**src/rtl/ej32_pkg.sv**
```systemverilog
// ****************************************
// ej32 shared definitions
// opcodes, stack ops and operand counts
// ****************************************
package ej32_pkg;

    localparam int BYTE_W = 8;                  // fetch granularity

    // java encodings where they exist, eforth vm ops in unused codes
    typedef enum logic [BYTE_W-1:0] {
        nop           = 8'h00,
        bipush        = 8'h10,
        pop           = 8'h57,
        dup           = 8'h59,
        iadd          = 8'h60,
        isub          = 8'h64,
        ifeq          = 8'h99,
        ifne          = 8'h9a,
        iflt          = 8'h9b,
        ifge          = 8'h9c,
        ifgt          = 8'h9d,
        ifle          = 8'h9e,
        goto          = 8'ha7,
        jreturn       = 8'hb1,              // plain java return
        invokevirtual = 8'hb6,
        donext        = 8'hd0,
        pushr         = 8'hd1,
        popr          = 8'hd2,
        dupr          = 8'hd3,
        iout          = 8'hd4               // tos to output stream
    } opcode_t;

    typedef enum logic [1:0] {
        s_nop,
        s_push,
        s_pop,
        s_move                              // overwrite top in place
    } stack_op_t;

    // operand bytes following the opcode
    function automatic logic [1:0] op_bytes(input opcode_t op);
        case (op)
            bipush:        return 2'd1;
            ifeq, ifne,
            iflt, ifge,
            ifgt, ifle:    return 2'd2;     // 16-bit absolute target
            goto:          return 2'd2;
            invokevirtual: return 2'd2;
            donext:        return 2'd2;
            default:       return 2'd0;
        endcase
    endfunction

endpackage

```
**src/rtl/ej32_bus_if.sv**
```systemverilog
// ****************************************
// ej32 internal control bus
// decoder to stack and branch units
// ****************************************
`timescale 1ns/1ps

interface ej32_bus_if #(
    parameter int DSZ = 32
) (
    input logic ctl,
    input logic reset
);
    ej32_pkg::opcode_t              code;   // current opcode
    logic                           phase;  // operand index
    logic                           step;   // phase done, units update
    logic [ej32_pkg::BYTE_W-1:0]    data;   // byte just fetched
    logic [DSZ-1:0]                 t;      // tos from stack unit
    logic [DSZ-1:0]                 br_t;   // rs value toward tos
    logic                           br_t_we;

    modport decode (
        input  ctl, reset,
        output code, phase, step, data
    );

    modport stack (
        input  ctl, reset, code, phase, step, data, br_t, br_t_we,
        output t
    );

    modport branch (
        input  ctl, reset, code, phase, step, data, t,
        output br_t, br_t_we
    );

endinterface

```
**src/rtl/ej32_decode.sv**
```systemverilog
// ****************************************
// ej32 decoder
// byte fetch, operand phases, step strobe
// ****************************************
`timescale 1ns/1ps

module ej32_decode #(
    parameter int ASZ = 16
) (
    ej32_bus_if.decode                      bus,
    input  logic                            fetch_ready,
    input  logic [ej32_pkg::BYTE_W-1:0]     fetch_data,
    input  logic [ASZ-1:0]                  br_pc,
    input  logic                            br_jump,
    input  logic                            result_ready,
    output logic [ASZ-1:0]                  fetch_addr,
    output logic                            fetch_valid,
    output logic                            result_valid
);
    typedef enum logic [1:0] {
        op_fetch,
        operand,
        execute
    } state_t;

    state_t             state;
    ej32_pkg::opcode_t  code_r;             // latched opcode
    ej32_pkg::opcode_t  fetch_op;           // incoming byte as opcode
    logic               phase_r;
    logic [ASZ-1:0]     pc;
    logic [ASZ-1:0]     pc_inc;
    logic               last;               // final operand byte
    logic               is_out;

    assign fetch_op   = ej32_pkg::opcode_t'(fetch_data);
    assign pc_inc     = pc + 1'b1;
    assign last       = {1'b0, phase_r} == (ej32_pkg::op_bytes(code_r) - 2'd1);
    assign is_out     = code_r == ej32_pkg::iout;

    assign fetch_addr   = pc;               // held until accepted
    assign fetch_valid  = !bus.reset && (state != execute);             // quiet in reset
    assign result_valid = !bus.reset && (state == execute) && is_out;

    assign bus.code  = code_r;
    assign bus.phase = phase_r;
    assign bus.data  = fetch_data;          // valid in operand steps

    always_comb begin
        case (state)
            operand: bus.step = fetch_ready;                        // one per byte
            execute: bus.step = is_out ? result_ready : 1'b1;       // stall on output
            default: bus.step = 1'b0;
        endcase
    end

    always_ff @(posedge bus.ctl) begin
        if (bus.reset) begin
            state   <= op_fetch;
            code_r  <= ej32_pkg::nop;
            phase_r <= 1'b0;
            pc      <= '0;                  // cold start at 0
        end else begin
            case (state)
                op_fetch: begin
                    if (fetch_ready) begin
                        code_r  <= fetch_op;
                        phase_r <= 1'b0;
                        pc      <= pc_inc;
                        if (ej32_pkg::op_bytes(fetch_op) == 2'd0) begin
                            state <= execute;
                        end else begin
                            state <= operand;
                        end
                    end
                end
                operand: begin
                    if (bus.step) begin
                        pc <= br_jump ? br_pc : pc_inc;     // branch wins
                        if (last) begin
                            state <= op_fetch;
                        end else begin
                            phase_r <= 1'b1;
                        end
                    end
                end
                execute: begin
                    if (bus.step) begin
                        state <= op_fetch;
                        if (br_jump) begin
                            pc <= br_pc;                    // jreturn
                        end
                    end
                end
                default: state <= op_fetch;
            endcase
        end
    end

endmodule

```
**src/rtl/ej32_stack.sv**
```systemverilog
// ****************************************
// ej32 data stack unit
// tos register, arithmetic, output source
// ****************************************
`timescale 1ns/1ps

module ej32_stack #(
    parameter int DSZ      = 32,
    parameter int DS_DEPTH = 16
) (
    ej32_bus_if.stack       bus,
    output logic [DSZ-1:0]  result_data
);
    localparam int SPW = $clog2(DS_DEPTH);

    logic [DSZ-1:0]         ds [DS_DEPTH];  // below tos
    logic [SPW-1:0]         sp;             // points at nos
    logic [SPW-1:0]         sp1;
    logic [DSZ-1:0]         t;              // tos
    logic [DSZ-1:0]         s;              // nos
    logic [DSZ-1:0]         t_n;
    ej32_pkg::stack_op_t    ds_op;

    assign s   = ds[sp];
    assign sp1 = sp + 1'b1;

    assign bus.t       = t;
    assign result_data = t;                 // iout source

    always_comb begin
        t_n   = t;
        ds_op = ej32_pkg::s_nop;
        if (bus.br_t_we) begin
            t_n   = bus.br_t;               // popr, dupr
            ds_op = ej32_pkg::s_push;
        end else begin
            case (bus.code)
                ej32_pkg::bipush: begin
                    t_n   = {{(DSZ-8){bus.data[7]}}, bus.data}; // sign extend
                    ds_op = ej32_pkg::s_push;
                end
                ej32_pkg::dup: begin
                    ds_op = ej32_pkg::s_push;
                end
                ej32_pkg::iadd: begin
                    t_n   = s + t;
                    ds_op = ej32_pkg::s_pop;
                end
                ej32_pkg::isub: begin
                    t_n   = s - t;
                    ds_op = ej32_pkg::s_pop;
                end
                ej32_pkg::pop,
                ej32_pkg::iout,
                ej32_pkg::pushr: begin
                    t_n   = s;
                    ds_op = ej32_pkg::s_pop;
                end
                ej32_pkg::ifeq, ej32_pkg::ifne,
                ej32_pkg::iflt, ej32_pkg::ifge,
                ej32_pkg::ifgt, ej32_pkg::ifle: begin
                    if (bus.phase) begin    // condition consumed on 2nd byte
                        t_n   = s;
                        ds_op = ej32_pkg::s_pop;
                    end
                end
                default: ;
            endcase
        end
    end

    always_ff @(posedge bus.ctl) begin
        if (bus.reset) begin
            t  <= '0;
            sp <= '0;
        end else if (bus.step) begin
            t <= t_n;
            case (ds_op)
                ej32_pkg::s_push: sp <= sp1;
                ej32_pkg::s_pop:  sp <= sp - 1'b1;
                default: ;
            endcase
        end
    end

    // old tos spills below
    always_ff @(posedge bus.ctl) begin
        if (bus.step && ds_op == ej32_pkg::s_push) begin
            ds[sp1] <= t;
        end
    end

endmodule

```
**src/rtl/ej32_branch.sv**
```systemverilog
// ****************************************
// ej32 branching unit
// return stack, conditions, calls, donext
// ****************************************
`timescale 1ns/1ps

module ej32_branch #(
    parameter int DSZ      = 32,
    parameter int ASZ      = 16,
    parameter int RS_DEPTH = 16
) (
    ej32_bus_if.branch      bus,
    input  logic [ASZ-1:0]  pc,
    output logic [ASZ-1:0]  br_pc,
    output logic            br_jump
);
    localparam int RPW = $clog2(RS_DEPTH);

    logic [DSZ-1:0]         rs [RS_DEPTH];  // return stack
    logic [RPW-1:0]         rp;             // points at top
    logic [RPW-1:0]         rp1;
    logic [DSZ-1:0]         r;              // top of rs
    logic [DSZ-1:0]         r_n;
    ej32_pkg::stack_op_t    rs_op;
    logic [ASZ-9:0]         a;              // high target byte
    logic [ASZ-1:0]         a_d;            // merged target
    logic [ASZ-1:0]         tgt;
    logic                   jmp;
    logic                   cond;
    logic                   t_z;
    logic                   t_neg;

    assign r     = rs[rp];
    assign rp1   = rp + 1'b1;
    assign a_d   = {a, bus.data};           // phase 1 byte is low
    assign t_z   = bus.t == '0;             // zero flag
    assign t_neg = bus.t[DSZ-1];            // sign flag

    assign bus.br_t = r;                    // popr, dupr source
    assign br_pc    = tgt;
    assign br_jump  = bus.step && jmp;

    always_comb begin
        case (bus.code)
            ej32_pkg::ifeq: cond = t_z;
            ej32_pkg::ifne: cond = !t_z;
            ej32_pkg::iflt: cond = t_neg;
            ej32_pkg::ifge: cond = !t_neg;
            ej32_pkg::ifgt: cond = !t_z && !t_neg;
            ej32_pkg::ifle: cond = t_z || t_neg;
            default:        cond = 1'b1;    // goto, calls
        endcase
    end

    always_comb begin
        tgt         = a_d;
        jmp         = 1'b0;
        r_n         = r;
        rs_op       = ej32_pkg::s_nop;
        bus.br_t_we = 1'b0;
        case (bus.code)
            ej32_pkg::ifeq, ej32_pkg::ifne,
            ej32_pkg::iflt, ej32_pkg::ifge,
            ej32_pkg::ifgt, ej32_pkg::ifle,
            ej32_pkg::goto: begin
                jmp = bus.phase && cond;    // else fall through
            end
            ej32_pkg::invokevirtual: begin
                if (bus.phase) begin
                    r_n   = {{(DSZ-ASZ){1'b0}}, pc} + 1'b1; // after last operand
                    rs_op = ej32_pkg::s_push;
                    jmp   = 1'b1;
                end
            end
            ej32_pkg::jreturn: begin
                tgt   = r[ASZ-1:0];
                jmp   = 1'b1;
                rs_op = ej32_pkg::s_pop;
            end
            ej32_pkg::donext: begin
                if (bus.phase) begin
                    if (r == '0) begin
                        rs_op = ej32_pkg::s_pop;    // loop done
                    end else begin
                        r_n   = r - 1'b1;
                        rs_op = ej32_pkg::s_move;
                        jmp   = 1'b1;
                    end
                end
            end
            ej32_pkg::pushr: begin
                r_n   = bus.t;
                rs_op = ej32_pkg::s_push;
            end
            ej32_pkg::popr: begin
                bus.br_t_we = 1'b1;
                rs_op       = ej32_pkg::s_pop;
            end
            ej32_pkg::dupr: begin
                bus.br_t_we = 1'b1;
            end
            default: ;
        endcase
    end

    always_ff @(posedge bus.ctl) begin
        if (bus.reset) begin
            rp <= '0;
        end else if (bus.step) begin
            case (rs_op)
                ej32_pkg::s_push: rp <= rp1;
                ej32_pkg::s_pop:  rp <= rp - 1'b1;
                default: ;
            endcase
        end
    end

    always_ff @(posedge bus.ctl) begin
        if (bus.step) begin
            if (!bus.phase) begin
                a <= (ASZ-8)'(bus.data);    // high byte first
            end
            case (rs_op)
                ej32_pkg::s_push: rs[rp1] <= r_n;
                ej32_pkg::s_move: rs[rp]  <= r_n;   // donext count
                default: ;
            endcase
        end
    end

endmodule

```
**src/rtl/ej32_core.sv**
```systemverilog
// ****************************************
// ej32 core top level
// decoder, data stack and branch unit
// ****************************************
`timescale 1ns/1ps

module ej32_core #(
    parameter int DSZ      = 32,
    parameter int ASZ      = 16,
    parameter int RS_DEPTH = 16,
    parameter int DS_DEPTH = 16
) (
    input  logic                        ctl,
    input  logic                        reset,
    input  logic                        fetch_ready,
    input  logic [ej32_pkg::BYTE_W-1:0] fetch_data,
    input  logic                        result_ready,
    output logic [ASZ-1:0]              fetch_addr,
    output logic                        fetch_valid,
    output logic                        result_valid,
    output logic [DSZ-1:0]              result_data
);
    logic [ASZ-1:0] br_pc;                  // branch target
    logic           br_jump;

    ej32_bus_if #(.DSZ(DSZ)) bus (
        .ctl   (ctl),
        .reset (reset)
    );

    ej32_decode #(.ASZ(ASZ)) decode_i (
        .bus          (bus.decode),
        .fetch_ready  (fetch_ready),
        .fetch_data   (fetch_data),
        .br_pc        (br_pc),
        .br_jump      (br_jump),
        .result_ready (result_ready),
        .fetch_addr   (fetch_addr),
        .fetch_valid  (fetch_valid),
        .result_valid (result_valid)
    );

    ej32_stack #(.DSZ(DSZ), .DS_DEPTH(DS_DEPTH)) stack_i (
        .bus         (bus.stack),
        .result_data (result_data)
    );

    ej32_branch #(.DSZ(DSZ), .ASZ(ASZ), .RS_DEPTH(RS_DEPTH)) branch_i (
        .bus     (bus.branch),
        .pc      (fetch_addr),              // decoder pc
        .br_pc   (br_pc),
        .br_jump (br_jump)
    );

endmodule

```
**config.mk**
```make
export PLATFORM = sky130hd
export DESIGN_NAME = ej32_core
export DESIGN_NICKNAME = d
export VERILOG_FILES = /design/src/rtl/ej32_pkg.sv /design/src/rtl/ej32_bus_if.sv /design/src/rtl/ej32_decode.sv /design/src/rtl/ej32_stack.sv /design/src/rtl/ej32_branch.sv /design/src/rtl/ej32_core.sv
export SDC_FILE = /design/constraint.sdc
export NUM_CORES = 1
export LEC_CHECK = 0
export BUFFER_PORTS_ARGS = -buffer_cell sky130_fd_sc_hd__buf_2
export CAP_MARGIN = 20
export CELL_PAD_IN_SITES_DETAIL_PLACEMENT = 0
export CELL_PAD_IN_SITES_GLOBAL_PLACEMENT = 1
export CORE_AREA = 2 2 312 622
export DETAILED_ROUTE_END_ITERATION = 16
export DIE_AREA = 0 0 314 624
export PLACE_DENSITY = 0.43
export SYNTH_ARGS = -nofsm -noshare
export SYNTH_HDL_FRONTEND = slang
export SYNTH_SLANG_ARGS = --single-unit
export TNS_END_PERCENT = 50
```
**constraint.sdc**
```tcl
create_clock -name ctl -period 6.2 [get_ports ctl]
set_input_delay 0.62 -clock ctl [delete_from_list [all_inputs] [get_ports ctl]]
set_output_delay 0.62 -clock ctl [all_outputs]
set_load 0.01 [all_outputs]
```
Word-level counts from Yosys, hierarchy flattened
Memory sizes are Yosys's and may differ from the RTL's. A register that Yosys moved wholly into a read port is not among the register bits.
Index checks and enable logic that the tools add are counted.
{"block": "word_totals", "register_bits": 75, "latchBits": 0, "ramBits": 1024, "mem_bits_ro": 0, "elab_cells": 165, "mem_count": 2}
{"memory": "branch_i.rs", "depth": 16, "word_bits": 32, "read_ports": 1, "rd_clocked_by_memory_dff": 1, "wr": 1, "line": "ej32_branch.sv:19", "rtl": "logic [DSZ-1:0] rs [RS_DEPTH];"}
{"memory": "stack_i.ds", "depth": 16, "word_bits": 32, "read_ports": 1, "rd_clocked_by_memory_dff": 1, "wr": 1, "line": "ej32_stack.sv:16", "rtl": "logic [DSZ-1:0] ds [DS_DEPTH];"}
{"block": "classes", "addsub": 10, "multipliers": 0, "div_mod_pow": 0, "n_lt_le_gt_ge": 0, "n_eq_ne": 45, "shifts": 0, "muxes": 61, "bitwise": 1, "n_reduce_logical": 38}
{"op": "two-way mux 32 bit", "count": 6}
{"op": "equality test 8 bit, second input constant", "count": 23}
{"op": "one-hot mux 32 bit (5 select lines)", "count": 1}
{"op": "two-way mux 16 bit", "count": 6}
{"op": "one-hot mux 32 bit (3 select lines)", "count": 1}
{"op": "zero test 32 bit", "count": 2}
{"op": "one-hot mux 16 bit (3 select lines)", "count": 1}
{"op": "adder 32 bit", "count": 1}
{"op": "equality test 8 x 7 -> 1 bit, second input constant", "count": 4}
{"op": "OR reduction 32 bit", "count": 1}
{"op": "subtractor 32 x 1 -> 32 bit, second input constant", "count": 1}
{"op": "subtractor 32 bit", "count": 1}
{"op": "two-way mux 2 bit", "count": 11}
{"op": "two-way mux 4 bit", "count": 5}
{"op": "two-way mux 1 bit", "count": 19}
{"op": "OR reduction 9 bit", "count": 2}
{"op": "adder 16 x 1 -> 17 bit, second input constant", "count": 1}
{"op": "adder 16 x 1 -> 16 bit, second input constant", "count": 1}
{"op": "equality test 8 x 5 -> 1 bit, second input constant", "count": 2}
{"op": "one-hot mux 4 bit (2 select lines)", "count": 2}
{"op": "one-hot mux 2 bit (3 select lines)", "count": 2}
{"op": "adder 4 x 1 -> 4 bit, second input constant", "count": 2}
{"op": "equality test 2 bit, second input constant", "count": 4}
{"op": "!= test 2 x 1 -> 1 bit, second input constant", "count": 4}
{"op": "other kinds (28)", "count": 52}

Longest topological paths before layout
{"block": "logic_depth", "depth_word": 10, "mapped_depth": 23, "mapped_depth_nobuf": 18}

Hierarchy
Synthesis repeated with hierarchy kept, for this count alone.
{"block": "hier_totals", "hier_cells": 2967, "area_unflattened_um2": 48759.3}
{"mod": "ej32_stack", "instances": 1, "cells_each": 1409, "area_each_um2": 24145.7, "seq_area_each_um2": 16175.5}
{"mod": "ej32_branch", "instances": 1, "cells_each": 1303, "area_each_um2": 22691.8, "seq_area_each_um2": 15775.1}
{"mod": "ej32_decode", "instances": 1, "cells_each": 255, "area_each_um2": 1921.8, "seq_area_each_um2": 540.5}

Worst setup path before layout
OpenSTA, ideal clock, no wires.
{"block": "synth_timing", "path_kind": "register -> register", "startpoint": "register with a tool-made name", "endpoint": "memory branch_i.rs[10][0] (enable)", "setup_time_ns": 0.421, "arrival_time_ns": 5.440, "required_time_ns": 5.779, "path_slack_ns": 0.339, "path_stages_with_launch": 19, "path_buffers": 6, "period_less_slack_ns": 5.861, "cell_sequence": "dfxtp_1 buf_6 buf_4 buf_2 mux4_2 a221o_1 nor4_1 buf_2 and3_1 and3_1 buf_4 a21o_1 a21oi_1 ha_1 clkbuf_1 a21oi_1 xor2_1 nand3_1 nor2_1"}
{"item": "end: declaration", "line": "ej32_branch.sv:19"}

==> results.cfg <==
[run_status]
status = finished clean

[clock_network]
cts_tree = built
cts_sinks = 1107
clk_path_buf_depth = 3
htree_levels = 3
clk_pin_slew_ns = 0.08
clkLatencyLatePin_ns = 0.70
ctsHoldBuffers = 0
cts_setup_buffers = 0
cts_inserted_buffers = 101
clockRootBuffer = clkbuf_16
cts_resized = 0

[layout]
num-nets-final = 3005
final_cell_mix = edfxtp_1, mux4_2, buf_4
final_core_util = 0.292
final_common_cell = edfxtp_1
drive_gt1_frac = 0.255
syn2layout_area_growth_pct = 17.4

[critical_path]
cp.required_ns = 6.57
end_kind = register
arrival_ns = 6.17
crit_fanout = 32
path_class = register to register
endpoint = branch_i.rs[5][29]$_DFFE_PP_
start_kind = register
rrSetupSlack_ns = 0.39
rr_endpoint = branch_i.rs[5][29]$_DFFE_PP_
reg2reg_depth = 18

[placement]
dp_hpwl_um = 109000
routabilityCongestion = 0.844
port_buffers = 61

[power]
p_sw_frac = 0.216
clock_power_share = 0.429
total_power_mw = 15.3
p_leak_nw = 17.5
p_int_mw = 12.0
p_seq_frac = 0.531
peakVddDrop_mv = 0.184
switchingPower_mw = 3.30
power.density_nw_per_um2 = 274
comb_power_share = 0.040

[synthesis]
synth_top_area_cell = edfxtp_1
ys_seq_area_frac = 0.683
syn-mean-instance-area_um2 = 17.5
ys_types = 90
synthCells = 2719
yosysWarningCount = 0
synth_ff_type = edfxtp_1
synth_edf_count = 1032
async_flop_share = 0
yosysTopAreaCellShare = 0.652
ys_top_cells_by_area = edfxtp_1, mux4_2, dfxtp_1, ha_1, mux4_1
syn_area_um2 = 47600
syn-num-nets = 2783
synth_seq_cells = 1107

[job]
maxCapViolations = 0

[timing]
finalCritPeriodShare = 0.936
maxSlewHeadroom = 0.281
tightest_slew_ns = 1.08
fin_skew_ns = 0.0211
max_freq_ghz = 0.172
post-route-min-period_ns = 5.81
slew_violations = 0
rsz0062_at_grt = no
fin_setup_tns_ns = 0
finalSetupViolCount = 0
hold_violations = 0
hold_ws_ns = 0.214

[global_routing]
grt_usage = 0.158
first_global_vias = 29100
grt_overflow = 0
grt_pass1_wl_um = 220000
grt_max_degree = 50
grt_antenna_before_repair = 10

[die]
core_um2 = 191000
num_rows = 227
start_util = 0.249
die_h_um = 624
fp.dieArea_um2 = 196000
fp.dieW_um = 314
pin_count = 62

[detailed_routing]
dr.pass1.iters = 6
drcViolationCount = 0
wl_per_cell_um = 28.1
via_count = 26600
drt_wl_total_um = 155000
drt_iter0_drc = 1818
detail_route.vias_per_cell = 4.80
antenna_left = 0

[worst_hold_path]
hold_class = input pin to register
whs_path_depth = 1
-- worst min-delay path by stage --
stage / slack [ns] / to / from
after floorplan: 0.46 / decode_i.bus.code[5]$_SDFFE_PP0P_ / decode_i.bus.code[5]$_SDFFE_PP0P_
after global placement: 0.48 / stack_i.bus.t[11]$_SDFFE_PP0P_ / stack_i.bus.t[11]$_SDFFE_PP0P_
after global routing: 0.19 / branch_i.a[7]$_DFFE_PP_ / fetch_data[7]
after detailed placement: 0.49 / stack_i.bus.t[11]$_SDFFE_PP0P_ / stack_i.bus.t[11]$_SDFFE_PP0P_
after CTS: 0.15 / branch_i.a[7]$_DFFE_PP_ / fetch_data[7]
final: 0.21 / branch_i.a[7]$_DFFE_PP_ / fetch_data[7]
-- final cells by class --
type	count	area (um2)
antenna	3	7.51
clock buffer	115	2620
clock inverter	63	749
fill	18700	135000
inverter	46	173
multi-input combinational	1419	14400
sequential	1107	32500
tap	2519	3150
timing repair buffer	266	2240
-- layer usage --
metal	global-route usage	vias up	wire (um)
met3	0.0189	253	4510
met5	0	-	0
met2	0.317	583	90100
met1	0.159	14200	54000
li1	-	11600	-
met4	0.0676	0	6780
-- power by group through the flow --
stage,clock [mW],sequential [mW],combinational [mW]
after floorplan,0,8.26,0.381
after global placement,0,8.28,0.608
after detailed placement,0,8.28,0.613
after CTS,6.77,8.12,0.616
after global routing,7.01,8.12,0.664
final,6.56,8.12,0.613
-- cell usage after synthesis (11+ instances only) --
library cell and n:
a21o_1 31, a31oi_1 17, a221oi_1 23, mux2i_1 33, xnor2_1 46, mux4_1 24
inv_1 43, a211oi_1 16, nor4_1 13, o211ai_1 17, nand3_1 40, mux4_2 270
nand2b_1 16, and3_1 19, and2_1 11, nand4_1 12, ha_1 51, dfxtp_1 75
buf_1 25, edfxtp_1 1032, o21ai_0 68, o31ai_1 14, nor3_1 43, xor2_1 44
nand2_1 118, buf_2 24, or3_1 15, clkbuf_1 75, a21oi_1 103, nor2b_1 20
a22oi_1 35, nor2_1 141
-- critical path: stages (launching register included) --
cell and delay [ns]:
dfxtp_4 0.54, buf_12 0.27, mux4_1 0.60, a22oi_1 0.42, nand2_1 0.23, nor4_2 0.40
nor4b_2 0.47, buf_4 0.23, and3_1 0.25, a21o_1 0.21, a21oi_1 0.17, ha_1 0.33
nand2_1 0.10, nand2_1 0.07, xor2_1 0.18, nor2_1 0.16, nand2_1 0.27, nor2_4 0.20
buf_12 0.27
-- cell families (layout without fill, tap and decap cells) --
kind of cell             count (synthesis)  after routing  share of synthesized area
flip-flops                            1107           1107                      0.683
adder cells (fa/ha/maj)                 52             52                     0.0138
AND/OR/NAND/NOR                        505            505                     0.0539
multiplexers                           329            329                      0.149
buffers and inverters                  193            490                     0.0199
AO/OA/AOI/OAI                          443            443                     0.0642
other                                    0              3                          0
XOR/XNOR                                90             90                     0.0166
-- sequential cells by signal (all words and copies together) (netlist names), named ones only --
name / count
stack_i.ds: 512
stack_i.sp: 4
decode_i.state: 2
decode_i.fetch_addr: 16
branch_i.a: 8
branch_i.rs: 512
decode_i.bus.phase: 1
branch_i.rp: 4
decode_i.bus.code: 8
stack_i.bus.t: 32
-- through the flow --
stage / area [um2] / setup WS (ns) / std cells
after floorplan: 47600 / 0.339 / 2719
after global placement: 52400 / 0.269 / 5350
after detailed placement: 52400 / 0.316 / 5352
after CTS: 55800 / 0.291 / 5530
after global routing: 55900 / 0.148 / 5536
final: 55900 / 0.394 / 5538
(Power assumes the default switching activity.)
